**config.mk**
```make
export PLATFORM = sky130hd
export DESIGN_NAME = des_encryptor
export DESIGN_NICKNAME = d
export VERILOG_FILES = /design/src/design/des_pkg.sv /design/src/design/des_key_schedule.sv /design/src/design/des_round.sv /design/src/design/des_round_core.sv /design/src/design/des_output_stage.sv /design/src/design/des_encryptor.sv
export VERILOG_INCLUDE_DIRS = /design/src /design/src/include
export SDC_FILE = /design/constraint.sdc
export NUM_CORES = 1
export LEC_CHECK = 0
export BUFFER_PORTS_ARGS = -buffer_cell sky130_fd_sc_hd__clkbuf_2
export CAP_MARGIN = 5
export CORE_UTILIZATION = 59
export CTS_BUF_LIST = sky130_fd_sc_hd__clkbuf_4
export DETAILED_ROUTE_END_ITERATION = 10
export PLACE_DENSITY_LB_ADDON = 0.15
export RECOVER_POWER = 50
export SETUP_SLACK_MARGIN = 0.02
export SLEW_MARGIN = 20
export SYNTH_ARGS = -nofsm -noshare
export SYNTH_HDL_FRONTEND = slang
export SYNTH_SLANG_ARGS = --single-unit
```
**constraint.sdc**
```tcl
create_clock -name clk -period 7.3 [get_ports clk]
set_input_delay 0.73 -clock clk [delete_from_list [all_inputs] [get_ports clk]]
set_output_delay 0.73 -clock clk [all_outputs]
set_load 0.05 [all_outputs]
```
**src/include/des_config.svh**
```systemverilog
`ifndef DES_CONFIG_SVH
`define DES_CONFIG_SVH

// Feistel rounds in one DES block
`define DES_ROUNDS 16

// Rounds chained combinationally per clock
`define DES_UNROLL 2

// Clock cycles that carry rounds
`define DES_PASSES (`DES_ROUNDS / `DES_UNROLL)

// Pass index width, enough for DES_PASSES values
`define DES_PASS_W 3

`endif

```
**src/design/des_pkg.sv**
```systemverilog
package des_pkg;

	`include "des_config.svh"

	// Bit 1 is the MSB throughout, as in the DES tables
	typedef logic [1:64] block_t;    // Message, result, permuted block
	typedef logic [1:64] key_t;      // Raw key incl. parity bits
	typedef logic [1:32] half_t;     // Feistel half, L or R
	typedef logic [1:48] subkey_t;   // Round key after PC-2
	typedef logic [1:28] cd_t;       // C or D half of key register

	// Index of current round pair
	typedef logic [`DES_PASS_W-1:0] pass_t;

	// Round core control
	typedef enum logic [1:0] {
		IDLE,    // Waiting for start
		ROUNDS,  // Two rounds per cycle
		FINISH   // Hand off to output stage
	} core_state_t;

endpackage

```
**src/design/des_key_schedule.sv**
```systemverilog
`timescale 1ns/1ps

`include "des_config.svh"

module des_key_schedule (
	input  logic            clk,
	input  logic            rst_n,
	input  logic            load,      // Start accepted, take PC-1(key)
	input  logic            advance,   // Round pair applied this cycle
	input  des_pkg::pass_t  pass,
	input  des_pkg::key_t   key,
	output des_pkg::subkey_t subkey_a,  // Round 2*pass+1
	output des_pkg::subkey_t subkey_b   // Round 2*pass+2
);

	import des_pkg::*;

	// PC-1, drops parity bits, 56 bits out
	localparam int unsigned PC1_TAB [0:55] = '{
		57, 49, 41, 33, 25, 17,  9,  1, 58, 50, 42, 34, 26, 18,
		10,  2, 59, 51, 43, 35, 27, 19, 11,  3, 60, 52, 44, 36,
		63, 55, 47, 39, 31, 23, 15,  7, 62, 54, 46, 38, 30, 22,
		14,  6, 61, 53, 45, 37, 29, 21, 13,  5, 28, 20, 12,  4
	};

	// PC-2, picks 48 of the 56 C/D bits
	localparam int unsigned PC2_TAB [0:47] = '{
		14, 17, 11, 24,  1,  5,  3, 28, 15,  6, 21, 10,
		23, 19, 12,  4, 26,  8, 16,  7, 27, 20, 13,  2,
		41, 52, 31, 37, 47, 55, 30, 40, 51, 45, 33, 48,
		44, 49, 39, 56, 34, 53, 46, 42, 50, 36, 29, 32
	};

	// Left rotation per round, rounds 1..16
	localparam int unsigned SHIFT_TAB [0:15] = '{
		1, 1, 2, 2, 2, 2, 2, 2, 1, 2, 2, 2, 2, 2, 2, 1
	};

	cd_t c_q, d_q;         // C/D state, as left after previous pass
	cd_t c_a, d_a;         // After first rotation of this pass
	cd_t c_b, d_b;         // After second rotation
	int unsigned shift_a;
	int unsigned shift_b;

	function automatic logic [1:56] pc1(input key_t k);
		logic [1:56] y;
		for (int i = 0; i < 56; i++) begin
			y[i+1] = k[PC1_TAB[i]];
		end
		return y;
	endfunction

	function automatic subkey_t pc2(input cd_t c, input cd_t d);
		logic [1:56] cd;
		subkey_t     y;
		cd = {c, d};
		for (int i = 0; i < 48; i++) begin
			y[i+1] = cd[PC2_TAB[i]];
		end
		return y;
	endfunction

	// Only 1 or 2 positions ever occur
	function automatic cd_t rotl(input cd_t x, input int unsigned n);
		return (n == 1) ? {x[2:28], x[1]} : {x[3:28], x[1:2]};
	endfunction

	assign shift_a = SHIFT_TAB[`DES_UNROLL * int'(pass)];
	assign shift_b = SHIFT_TAB[`DES_UNROLL * int'(pass) + 1];

	always_comb begin
		c_a = rotl(c_q, shift_a);
		d_a = rotl(d_q, shift_a);
		c_b = rotl(c_a, shift_b);  // Cumulative, second round of the pair
		d_b = rotl(d_a, shift_b);
	end

	assign subkey_a = pc2(c_a, d_a);
	assign subkey_b = pc2(c_b, d_b);

	always_ff @(posedge clk or negedge rst_n) begin
		if (!rst_n) begin
			c_q <= '0;
			d_q <= '0;
		end else if (load) begin
			{c_q, d_q} <= pc1(key);  // C0/D0
		end else if (advance) begin
			c_q <= c_b;  // Ready for next pair
			d_q <= d_b;
		end
	end

endmodule

```
**src/design/des_round.sv**
```systemverilog
`timescale 1ns/1ps

module des_round (
	input  des_pkg::half_t   l_in,
	input  des_pkg::half_t   r_in,
	input  des_pkg::subkey_t subkey,
	output des_pkg::half_t   l_out,
	output des_pkg::half_t   r_out
);

	import des_pkg::*;

	// Expansion E, 32 to 48 bits
	localparam int unsigned E_TAB [0:47] = '{
		32,  1,  2,  3,  4,  5,  4,  5,  6,  7,  8,  9,
		 8,  9, 10, 11, 12, 13, 12, 13, 14, 15, 16, 17,
		16, 17, 18, 19, 20, 21, 20, 21, 22, 23, 24, 25,
		24, 25, 26, 27, 28, 29, 28, 29, 30, 31, 32,  1
	};

	// P permutation after the S-boxes
	localparam int unsigned P_TAB [0:31] = '{
		16,  7, 20, 21, 29, 12, 28, 17,  1, 15, 23, 26,  5, 18, 31, 10,
		 2,  8, 24, 14, 32, 27,  3,  9, 19, 13, 30,  6, 22, 11,  4, 25
	};

	// S1..S8, index is {row, col} with row = outer bits
	localparam logic [3:0] SBOX [0:7][0:63] = '{
		'{14,  4, 13,  1,  2, 15, 11,  8,  3, 10,  6, 12,  5,  9,  0,  7,
		   0, 15,  7,  4, 14,  2, 13,  1, 10,  6, 12, 11,  9,  5,  3,  8,
		   4,  1, 14,  8, 13,  6,  2, 11, 15, 12,  9,  7,  3, 10,  5,  0,
		  15, 12,  8,  2,  4,  9,  1,  7,  5, 11,  3, 14, 10,  0,  6, 13},
		'{15,  1,  8, 14,  6, 11,  3,  4,  9,  7,  2, 13, 12,  0,  5, 10,
		   3, 13,  4,  7, 15,  2,  8, 14, 12,  0,  1, 10,  6,  9, 11,  5,
		   0, 14,  7, 11, 10,  4, 13,  1,  5,  8, 12,  6,  9,  3,  2, 15,
		  13,  8, 10,  1,  3, 15,  4,  2, 11,  6,  7, 12,  0,  5, 14,  9},
		'{10,  0,  9, 14,  6,  3, 15,  5,  1, 13, 12,  7, 11,  4,  2,  8,
		  13,  7,  0,  9,  3,  4,  6, 10,  2,  8,  5, 14, 12, 11, 15,  1,
		  13,  6,  4,  9,  8, 15,  3,  0, 11,  1,  2, 12,  5, 10, 14,  7,
		   1, 10, 13,  0,  6,  9,  8,  7,  4, 15, 14,  3, 11,  5,  2, 12},
		'{ 7, 13, 14,  3,  0,  6,  9, 10,  1,  2,  8,  5, 11, 12,  4, 15,
		  13,  8, 11,  5,  6, 15,  0,  3,  4,  7,  2, 12,  1, 10, 14,  9,
		  10,  6,  9,  0, 12, 11,  7, 13, 15,  1,  3, 14,  5,  2,  8,  4,
		   3, 15,  0,  6, 10,  1, 13,  8,  9,  4,  5, 11, 12,  7,  2, 14},
		'{ 2, 12,  4,  1,  7, 10, 11,  6,  8,  5,  3, 15, 13,  0, 14,  9,
		  14, 11,  2, 12,  4,  7, 13,  1,  5,  0, 15, 10,  3,  9,  8,  6,
		   4,  2,  1, 11, 10, 13,  7,  8, 15,  9, 12,  5,  6,  3,  0, 14,
		  11,  8, 12,  7,  1, 14,  2, 13,  6, 15,  0,  9, 10,  4,  5,  3},
		'{12,  1, 10, 15,  9,  2,  6,  8,  0, 13,  3,  4, 14,  7,  5, 11,
		  10, 15,  4,  2,  7, 12,  9,  5,  6,  1, 13, 14,  0, 11,  3,  8,
		   9, 14, 15,  5,  2,  8, 12,  3,  7,  0,  4, 10,  1, 13, 11,  6,
		   4,  3,  2, 12,  9,  5, 15, 10, 11, 14,  1,  7,  6,  0,  8, 13},
		'{ 4, 11,  2, 14, 15,  0,  8, 13,  3, 12,  9,  7,  5, 10,  6,  1,
		  13,  0, 11,  7,  4,  9,  1, 10, 14,  3,  5, 12,  2, 15,  8,  6,
		   1,  4, 11, 13, 12,  3,  7, 14, 10, 15,  6,  8,  0,  5,  9,  2,
		   6, 11, 13,  8,  1,  4, 10,  7,  9,  5,  0, 15, 14,  2,  3, 12},
		'{13,  2,  8,  4,  6, 15, 11,  1, 10,  9,  3, 14,  5,  0, 12,  7,
		   1, 15, 13,  8, 10,  3,  7,  4, 12,  5,  6, 11,  0, 14,  9,  2,
		   7, 11,  4,  1,  9, 12, 14,  2,  0,  6, 10, 13, 15,  3,  5,  8,
		   2,  1, 14,  7,  4, 10,  8, 13, 15, 12,  9,  0,  3,  5,  6, 11}
	};

	subkey_t mixed;   // E(R) xor K
	half_t   s_out;   // Concatenated S-box outputs
	half_t   f_out;   // f(R, K)

	function automatic subkey_t expand(input half_t r);
		subkey_t y;
		for (int i = 0; i < 48; i++) begin
			y[i+1] = r[E_TAB[i]];
		end
		return y;
	endfunction

	function automatic half_t p_perm(input half_t x);
		half_t y;
		for (int i = 0; i < 32; i++) begin
			y[i+1] = x[P_TAB[i]];
		end
		return y;
	endfunction

	assign mixed = expand(r_in) ^ subkey;

	always_comb begin
		logic [5:0] six;
		for (int i = 0; i < 8; i++) begin
			six = mixed[6*i+1 +: 6];
			// Row from bits 1 and 6, column from bits 2..5
			s_out[4*i+1 +: 4] = SBOX[i][{six[5], six[0], six[4:1]}];
		end
	end

	assign f_out = p_perm(s_out);

	assign l_out = r_in;           // Halves swap every round
	assign r_out = l_in ^ f_out;

endmodule

```
**src/design/des_round_core.sv**
```systemverilog
`timescale 1ns/1ps

`include "des_config.svh"

module des_round_core (
	input  logic             clk,
	input  logic             rst_n,
	input  logic             start,
	input  des_pkg::block_t  message,
	input  des_pkg::subkey_t subkey_a,
	input  des_pkg::subkey_t subkey_b,
	output logic             load,     // Start taken this cycle
	output logic             advance,  // ROUNDS cycle
	output logic             finish,   // L16/R16 ready
	output des_pkg::pass_t   pass,
	output des_pkg::half_t   final_l,
	output des_pkg::half_t   final_r
);

	import des_pkg::*;

	// Initial permutation
	localparam int unsigned IP_TAB [0:63] = '{
		58, 50, 42, 34, 26, 18, 10,  2, 60, 52, 44, 36, 28, 20, 12,  4,
		62, 54, 46, 38, 30, 22, 14,  6, 64, 56, 48, 40, 32, 24, 16,  8,
		57, 49, 41, 33, 25, 17,  9,  1, 59, 51, 43, 35, 27, 19, 11,  3,
		61, 53, 45, 37, 29, 21, 13,  5, 63, 55, 47, 39, 31, 23, 15,  7
	};

	core_state_t state_q, state_d;
	pass_t       pass_q;
	block_t      ip_msg;
	half_t       l_q, r_q;     // Feistel state
	half_t       l_mid, r_mid; // Between round_a and round_b
	half_t       l_nxt, r_nxt;

	function automatic block_t ip(input block_t m);
		block_t y;
		for (int i = 0; i < 64; i++) begin
			y[i+1] = m[IP_TAB[i]];
		end
		return y;
	endfunction

	assign ip_msg = ip(message);

	// Control decode
	assign load    = (state_q == IDLE) && start;  // Busy starts dropped
	assign advance = (state_q == ROUNDS);
	assign finish  = (state_q == FINISH);
	assign pass    = pass_q;

	always_comb begin
		state_d = state_q;
		case (state_q)
			IDLE:    if (start) state_d = ROUNDS;
			ROUNDS:  if (pass_q == pass_t'(`DES_PASSES - 1)) state_d = FINISH;  // Last pair
			FINISH:  state_d = IDLE;
			default: state_d = IDLE;
		endcase
	end

	always_ff @(posedge clk or negedge rst_n) begin
		if (!rst_n) begin
			state_q <= IDLE;
			pass_q  <= '0;
		end else begin
			state_q <= state_d;
			if (load)
				pass_q <= '0;
			else if (advance)
				pass_q <= pass_q + 1'b1;  // Wraps to 0 after last pass
		end
	end

	// Two chained rounds per cycle
	des_round round_a (
		.l_in   (l_q),
		.r_in   (r_q),
		.subkey (subkey_a),
		.l_out  (l_mid),
		.r_out  (r_mid)
	);

	des_round round_b (
		.l_in   (l_mid),
		.r_in   (r_mid),
		.subkey (subkey_b),
		.l_out  (l_nxt),
		.r_out  (r_nxt)
	);

	// L/R register, L0/R0 then one round pair per cycle
	always_ff @(posedge clk) begin
		if (load)
			{l_q, r_q} <= ip_msg;  // L0/R0
		else if (advance)
			{l_q, r_q} <= {l_nxt, r_nxt};
	end

	assign final_l = l_q;
	assign final_r = r_q;

endmodule

```
**src/design/des_output_stage.sv**
```systemverilog
`timescale 1ns/1ps

module des_output_stage (
	input  logic            clk,
	input  logic            rst_n,
	input  logic            finish,
	input  des_pkg::half_t  final_l,
	input  des_pkg::half_t  final_r,
	output logic            done,
	output des_pkg::block_t result
);

	import des_pkg::*;

	// Inverse of IP
	localparam int unsigned FP_TAB [0:63] = '{
		40,  8, 48, 16, 56, 24, 64, 32, 39,  7, 47, 15, 55, 23, 63, 31,
		38,  6, 46, 14, 54, 22, 62, 30, 37,  5, 45, 13, 53, 21, 61, 29,
		36,  4, 44, 12, 52, 20, 60, 28, 35,  3, 43, 11, 51, 19, 59, 27,
		34,  2, 42, 10, 50, 18, 58, 26, 33,  1, 41,  9, 49, 17, 57, 25
	};

	block_t preout;  // R16 followed by L16
	block_t cipher;

	function automatic block_t fp(input block_t x);
		block_t y;
		for (int i = 0; i < 64; i++) begin
			y[i+1] = x[FP_TAB[i]];
		end
		return y;
	endfunction

	assign preout = {final_r, final_l};  // Undo last swap
	assign cipher = fp(preout);

	always_ff @(posedge clk or negedge rst_n) begin
		if (!rst_n) begin
			done   <= 1'b0;
			result <= '0;
		end else begin
			done <= finish;  // FINISH lasts one cycle
			if (finish)
				result <= cipher;  // Held until next block
		end
	end

endmodule

```
**src/design/des_encryptor.sv**
```systemverilog
`timescale 1ns/1ps

module des_encryptor (
	input  logic            clk,
	input  logic            rst_n,
	input  logic            start,    // One-cycle strobe
	input  des_pkg::block_t message,
	input  des_pkg::key_t   key,
	output logic            done,     // Nine edges after start
	output des_pkg::block_t result
);

	import des_pkg::*;

	logic    load, advance, finish;
	pass_t   pass;
	subkey_t subkey_a, subkey_b;
	half_t   final_l, final_r;

	// Input side
	des_key_schedule u_key_schedule (
		.clk      (clk),
		.rst_n    (rst_n),
		.load     (load),
		.advance  (advance),
		.pass     (pass),
		.key      (key),
		.subkey_a (subkey_a),
		.subkey_b (subkey_b)
	);

	des_round_core u_round_core (
		.clk      (clk),
		.rst_n    (rst_n),
		.start    (start),
		.message  (message),
		.subkey_a (subkey_a),
		.subkey_b (subkey_b),
		.load     (load),
		.advance  (advance),
		.finish   (finish),
		.pass     (pass),
		.final_l  (final_l),
		.final_r  (final_r)
	);

	// Output side
	des_output_stage u_output_stage (
		.clk     (clk),
		.rst_n   (rst_n),
		.finish  (finish),
		.final_l (final_l),
		.final_r (final_r),
		.done    (done),
		.result  (result)
	);

endmodule

```
==> results of run 1 <==
kinds of logic (layout without fill, tap and decap cells):
family / after synthesis / count (layout)
buffers and inverters: 266 / 378
adder cells (fa/ha/maj): 126 / 126
AND/OR/NAND/NOR: 810 / 810
flip-flops: 190 / 190
AO/OA/AOI/OAI: 693 / 693
other: 0 / 1
multiplexers: 325 / 325
XOR/XNOR: 230 / 230
sequential cells by signal, indices dropped and copies added (netlist names):
| name | cells |
|---|---|
| u_round_core.state_q | 2 |
| u_round_core.final_l | 32 |
| u_output_stage.result | 64 |
| u_key_schedule.c_q | 28 |
| u_round_core.final_r | 32 |
| u_round_core.pass | 3 |
| u_key_schedule.d_q | 28 |
| u_output_stage.done | 1 |
cell type report:
class / count / area (um2) / area share
multi-input cells: 2184 / 16900 / 0.686
flip-flops and latches: 190 / 5070 / 0.207
repair buffers: 260 / 1400 / 0.0570
well taps: 518 / 648 / 0.0264
inverters: 86 / 323 / 0.0131
clock buffers: 19 / 143 / 0.00580
clock inverters: 13 / 114 / 0.00463
diodes: 1 / 2.50 / 0.000102
how the worst min path moves through the flow:
stage	start	end	slack, ps	cells after the start
2_1_floorplan	rst_n	u_key_schedule.c_q[0]	430	0
3_3_place_gp	u_output_stage.result[7]	u_output_stage.result[7]	470	2
3_5_place_dp	u_output_stage.result[38]	u_output_stage.result[38]	480	2
4_1_cts	rst_n	u_output_stage.result[6]	1	1
5_1_grt	key[38]	u_key_schedule.c_q[15]	220	3
6_report	key[3]	u_key_schedule.d_q[11]	240	3
per-layer routing:
layer | track usage | routed length, um | vias to the layer above
li1 | - | - | 9971
met2 | 0.573 | 33200 | 969
met5 | 0 | 0 | -
met4 | 0.180 | 3600 | 0
met1 | 0.492 | 31000 | 10469
met3 | 0.0652 | 5770 | 156
through the flow:
stage | setup slack [ps] | instance area, um2
global placement | 873 | 24400
floorplan | 1820 | 23100
CTS | 710 | 24700
finish | 571 | 24600
global route | 205 | 24600
detailed placement | 748 | 24400
synth_stat cells, types with 22 or more instances:
cell	n
clkbuf_1	86
xnor3_1	24
a31oi_1	41
nand2b_1	25
inv_1	71
buf_2	55
nand4_1	22
nand3_1	78
nor3_1	51
o21ai_0	130
xor2_1	40
a22oi_1	60
nor2_1	203
xnor2_1	113
a21oi_1	93
mux2_2	88
mux2i_1	207
edfxtp_1	64
o211ai_1	54
nand2_1	303
ha_1	125
dfrtp_1	126
a211oi_1	33
o2111ai_1	27
layout by cell type (no fill, tap or decap), types with 33 or more instances in the layout:
master	instances
nand2_1	303
mux2i_1	207
nor2_1	202
o21ai_0	130
clkbuf_2	130
dfrtp_1	126
ha_1	124
xnor2_1	111
a21oi_1	93
mux2_2	88
nand3_1	78
inv_1	70
buf_4	70
edfxtp_1	64
a22oi_1	60
clkbuf_1	60
o211ai_1	54
nor3_1	51
a31oi_1	41
xor2_1	40
a211oi_1	33
critical path: cells and delay by family (launching register included):
| family | cells | cell delay (ps) |
|---|---|---|
| flip-flops | 1 | 450 |
| buffers and inverters | 3 | 850 |
| multiplexers | 2 | 670 |
| AND/OR/NAND/NOR | 4 | 1510 |
| AO/OA/AOI/OAI | 4 | 560 |
| XOR/XNOR | 3 | 1690 |
| adder cells (fa/ha/maj) | 1 | 660 |
==> results_dict.tcl, run 1 <==
set metrics [dict create \
    synthesis.nets 2896 \
    ff2ff_setup_slack_ps 570 \
    port_buffers 187 \
    synthXorXnorAreaFrac 0.124 \
    synthAdderAreaFrac 0.0681 \
    fmax_mhz 149 \
    fp.dieW_um 200 \
    max_stage_delay_ps 840 \
    outcome "complete, but fails checks" \
    tightest_slew_ps 4230 \
    synthArstFlopShare 0.663 \
    cts_buffers 17 \
    antenna_found_initial 1 \
    wl_um 73500 \
    synth.distinct_cells 114 \
    clkLatencyLatePin_ps 720 \
    cp-start-kind "flop" \
    clkTransAtPathRegs_ps 180 \
    tns_ps 0 \
    viasPerCell 6.59 \
    ctsHoldBuffers 0 \
    synth_top_cell_by_area "dfrtp_1" \
    crit_arrival_ps 7160 \
    clk_path_buf_depth 2 \
    drive_gt1_frac 0.168 \
    cp_max_fo 37 \
    first_pass_iters 6 \
    overflow 0 \
    fp.dieH_um 200 \
    post-cts-setup-buffer-count 0 \
    grt_pass1_wl_um 113000 \
    critPathLaunch "u_round_core.pass[0]" \
    finish.utilization 0.636 \
    fp-row-count 72 \
    cp-endpoint "u_round_core.final_r[24]" \
    final_net_count 2995 \
    fin_worst_skew_ps 34.0 \
    routedWlPerCell_um 22.5 \
    num_vias 21565 \
    slew_violations 236 \
    drcViolationCount 0 \
    syn_avg_cell_area_um2 8.76 \
    syn_area_mm2 0.0231 \
    dp_hpwl_um 54000 \
    area_delta_synth_final_pct 6.25 \
    yosysWarnings 0 \
    max_slew_margin -1.82 \
    path_class "reg2reg" \
    muxShareOfSynthArea 0.160 \
    yosysSeqAreaShare 0.219 \
    crit_path_end_kind "flop" \
    rr_startpoint "u_round_core.pass[0]" \
    ios 196 \
    violations "max-capacitance violations, max-slew violations" \
    synth_compound_area_frac 0.214 \
    cts_repair_resize_count 0 \
    place_inst 3238 \
    grt_start_max_net_pins 66 \
    cts-root-buf "clkbuf_4" \
    drtIter0Drc 2188 \
    synth_flop_cell "dfrtp_1" \
    required_ps 7730 \
    drt.antenna.violating_nets 0 \
    synth_top_family_by_area "compound AO/OA/AOI/OAI gates" \
    finalSetupViolCount 0 \
    rsz0062_at_grt "false" \
    start_util 0.598 \
    clock-sinks 190 \
    grt_pass1_vias 19891 \
    synth_top_area_share 0.136 \
    period_share 0.922 \
    cts_max_level 4 \
    synth-edff-count 64 \
    place_congestion 0.959 \
    worstRegToRegCells 17 \
    synthTopCellsByArea "dfrtp_1 14%, mux2i_1 9.0%, edfxtp_1 8.3%" \
    netlist_instances 2640 \
    path_cells "inv_1 -> ha_4 -> buf_4 -> mux2i_2 -> xor2_2 -> mux2i_1 -> and3_1 -> nor4_1 -> o32ai_2 -> xnor3_1 -> nand2_1 -> o22ai_1 -> a2111oi_0 -> nor4_1 -> buf_4 -> xor2_1 -> a21oi_1" \
    maxCapViolations 4 \
    grtUsageTotal 0.368 \
    finalHoldViolations 0 \
    core-area_mm2 0.0386 \
    r2r_end "u_round_core.final_r[24]" \
    synthSimpleGateAreaFrac 0.161 \
    fin_cells 3271 \
    ys_ff_latch 190 \
    cts_tree "done" \
    n_fill_cell 3364 \
    design.die.area_mm2 0.0400 \
    fin_crit_ps 6730 \
    critPathSlowestCell "xnor3_1" \
    hold_ws_ps 242 \
    min_path_type "in2reg" \
]
Power of run 1 is left out: the tool's default activity adds up to more than one toggle a clock period on the data nets, which glitch-free logic cannot reach.
==> run 2, diff against run 1 <==
--- a/config.mk
+++ b/config.mk
@@ -8,7 +8,10 @@
 export LEC_CHECK = 0
 export BUFFER_PORTS_ARGS = -buffer_cell sky130_fd_sc_hd__clkbuf_2
 export CAP_MARGIN = 5
-export CORE_UTILIZATION = 59
+export CELL_PAD_IN_SITES_DETAIL_PLACEMENT = 0
+export CELL_PAD_IN_SITES_GLOBAL_PLACEMENT = 1
+export CORE_ASPECT_RATIO = 0.7
+export CORE_UTILIZATION = 52
 export CTS_BUF_LIST = sky130_fd_sc_hd__clkbuf_4
 export DETAILED_ROUTE_END_ITERATION = 10
 export PLACE_DENSITY_LB_ADDON = 0.15
==> constraint.sdc (replaced) <==
create_clock -name clk -period 8.14 [get_ports clk]
set_input_delay 0.814 -clock clk [delete_from_list [all_inputs] [get_ports clk]]
set_output_delay 0.814 -clock clk [all_outputs]
set_load 0.05 [all_outputs]
==> run 2 against run 1 <==
Compared with the run above:
- the flow still finishes with violations (max-capacitance violations, max-slew violations)
- non-clock buffer count down 15
- core utilization fell by 7.3 points
- register-to-register slack better by 740 ps
- sequential share of layout area is essentially flat
- flip-flop and latch count unchanged
- setup slack better by 740 ps
==> results_dict.tcl, run 2 (synthesized netlist as in run 1, its figures left out) <==
set metrics [dict create \
    dpl_worst_slack_ps 1440 \
    gr-usage-met2 0.514 \
    cts_tree "done" \
    drtIter0Drc 2465 \
    grtUsageTotal 0.345 \
    outcome "complete, but fails checks" \
    cts_buffers 17 \
    drt.antenna.violating_nets 0 \
    crit_path_end_kind "flop" \
    fin_worst_skew_ps 48.2 \
    tightest_slew_ps 4670 \
    ctsHoldBuffers 0 \
    post-cts-setup-buffer-count 0 \
    routedWlPerCell_um 23.5 \
    core-area_mm2 0.0438 \
    finalSetupViolCount 0 \
    clock-sinks 190 \
    ff2ff_setup_slack_ps 1310 \
    antenna_found_initial 7 \
    overflow 0 \
    min-delay-start "key[53]" \
    ios 196 \
    rsz0062_at_grt "false" \
    hold_depth 3 \
    slew_violations 360 \
    design.die.area_mm2 0.0453 \
    clkTransAtPathRegs_ps 200 \
    port_buffers 187 \
    period_share 0.839 \
    violations "max-capacitance violations, max-slew violations" \
    cp-start-kind "flop" \
    dp_hpwl_um 58900 \
    path_class "reg2reg" \
    min_delay_worst_endpoint "u_key_schedule.c_q[5]" \
    clk_path_buf_depth 2 \
    fp-row-count 64 \
    grtUsageMet3 0.0463 \
    final_common_cell "nand2_1" \
    grt_pass1_vias 19572 \
    rr_startpoint "u_round_core.pass[1]" \
    fin_crit_ps 6830 \
    worstRegToRegCells 18 \
    tns_ps 0 \
    viasPerCell 6.48 \
    max_slew_margin -2.11 \
    wl_um 78600 \
    final_net_count 2980 \
    cp_max_fo 31 \
    busiest_layer "met1" \
    first_pass_iters 6 \
    setup_ws_ps 1310 \
    fp.dieW_um 254 \
    cts_max_level 4 \
    largest_register_ffs 64 \
    cts_repair_resize_count 0 \
    fmax_mhz 146 \
    place_congestion 0.965 \
    finalHoldViolations 0 \
    required_ps 8620 \
    grt_pass1_wl_um 120000 \
    maxCapViolations 7 \
    grt_start_max_net_pins 73 \
    start_util 0.528 \
    area_delta_synth_final_pct 6.50 \
    num_vias 21653 \
    min_path_type "in2reg" \
    cts-root-buf "clkbuf_4" \
    drcViolationCount 0 \
    final_cell_mix "303 x nand2_1, 207 x mux2i_1, 202 x nor2_1, 160 x clkbuf_2, 130 x o21ai_0" \
    drive_gt1_frac 0.175 \
    r2r_end "u_round_core.final_r[21]" \
    crit_arrival_ps 7300 \
    n_fill_cell 4087 \
    met1_usage 0.517 \
    clkLatencyLatePin_ps 730 \
    fp.dieH_um 178 \
    regMostFlops "u_output_stage.result" \
]
-- run 2: worst max path at each step --
stage / startpoint / to / slack [ps]
after detailed placement: u_round_core.pass[0] / u_round_core.final_r[21] / 1440
after floorplan: u_round_core.pass[0] / u_round_core.final_r[24] / 2660
final: u_round_core.pass[1] / u_round_core.final_r[21] / 1310
after global placement: u_round_core.pass[0] / u_round_core.final_r[19] / 1640
after global routing: rst_n / u_key_schedule.c_q[23] / 670
after CTS: u_round_core.pass[0] / u_round_core.final_r[21] / 1410
-- run 2: layout make-up --
cell class                 instances  area [um2]  area share
tap                              594         743      0.0302
clock inverter                    13         141     0.00574
timing repair buffer             245        1320      0.0535
clock buffer                      19         143     0.00579
antenna                            8        20.0    0.000813
multi-input combinational       2184       16900       0.685
inverter                          86         324      0.0132
sequential                       190        5070       0.206
-- run 2: stage by stage --
stage,util,cell area [um2],cells,hold slack [ps]
CTS,0.563,24700,3331,121
detailed placement,0.557,24400,3299,477
floorplan,-,23100,2640,505
global placement,0.557,24400,3299,466
global route,0.562,24600,3339,254
finish,0.562,24600,3339,314
-- run 2: worst max-delay path: stages (launching register included) --
cell	delay [ps]
dfrtp_1	460
inv_1	140
ha_4	580
buf_4	390
buf_4	330
mux2i_4	390
xor2_2	540
nand3_1	140
a21oi_1	150
nor2_1	50
a32oi_1	590
xnor3_1	540
ha_1	610
inv_1	190
a22oi_1	200
o221ai_1	140
a2111oi_0	820
or3_1	210
a31oi_1	70
-- run 2: routing by layer --
metal | routed length [um] | part of all wire
met3 | 5950 | 0.076
met2 | 34700 | 0.44
met1 | 36300 | 0.46
met4 | 1720 | 0.022
met5 | 0 | 0
Power of run 2 is left out for the same reason.
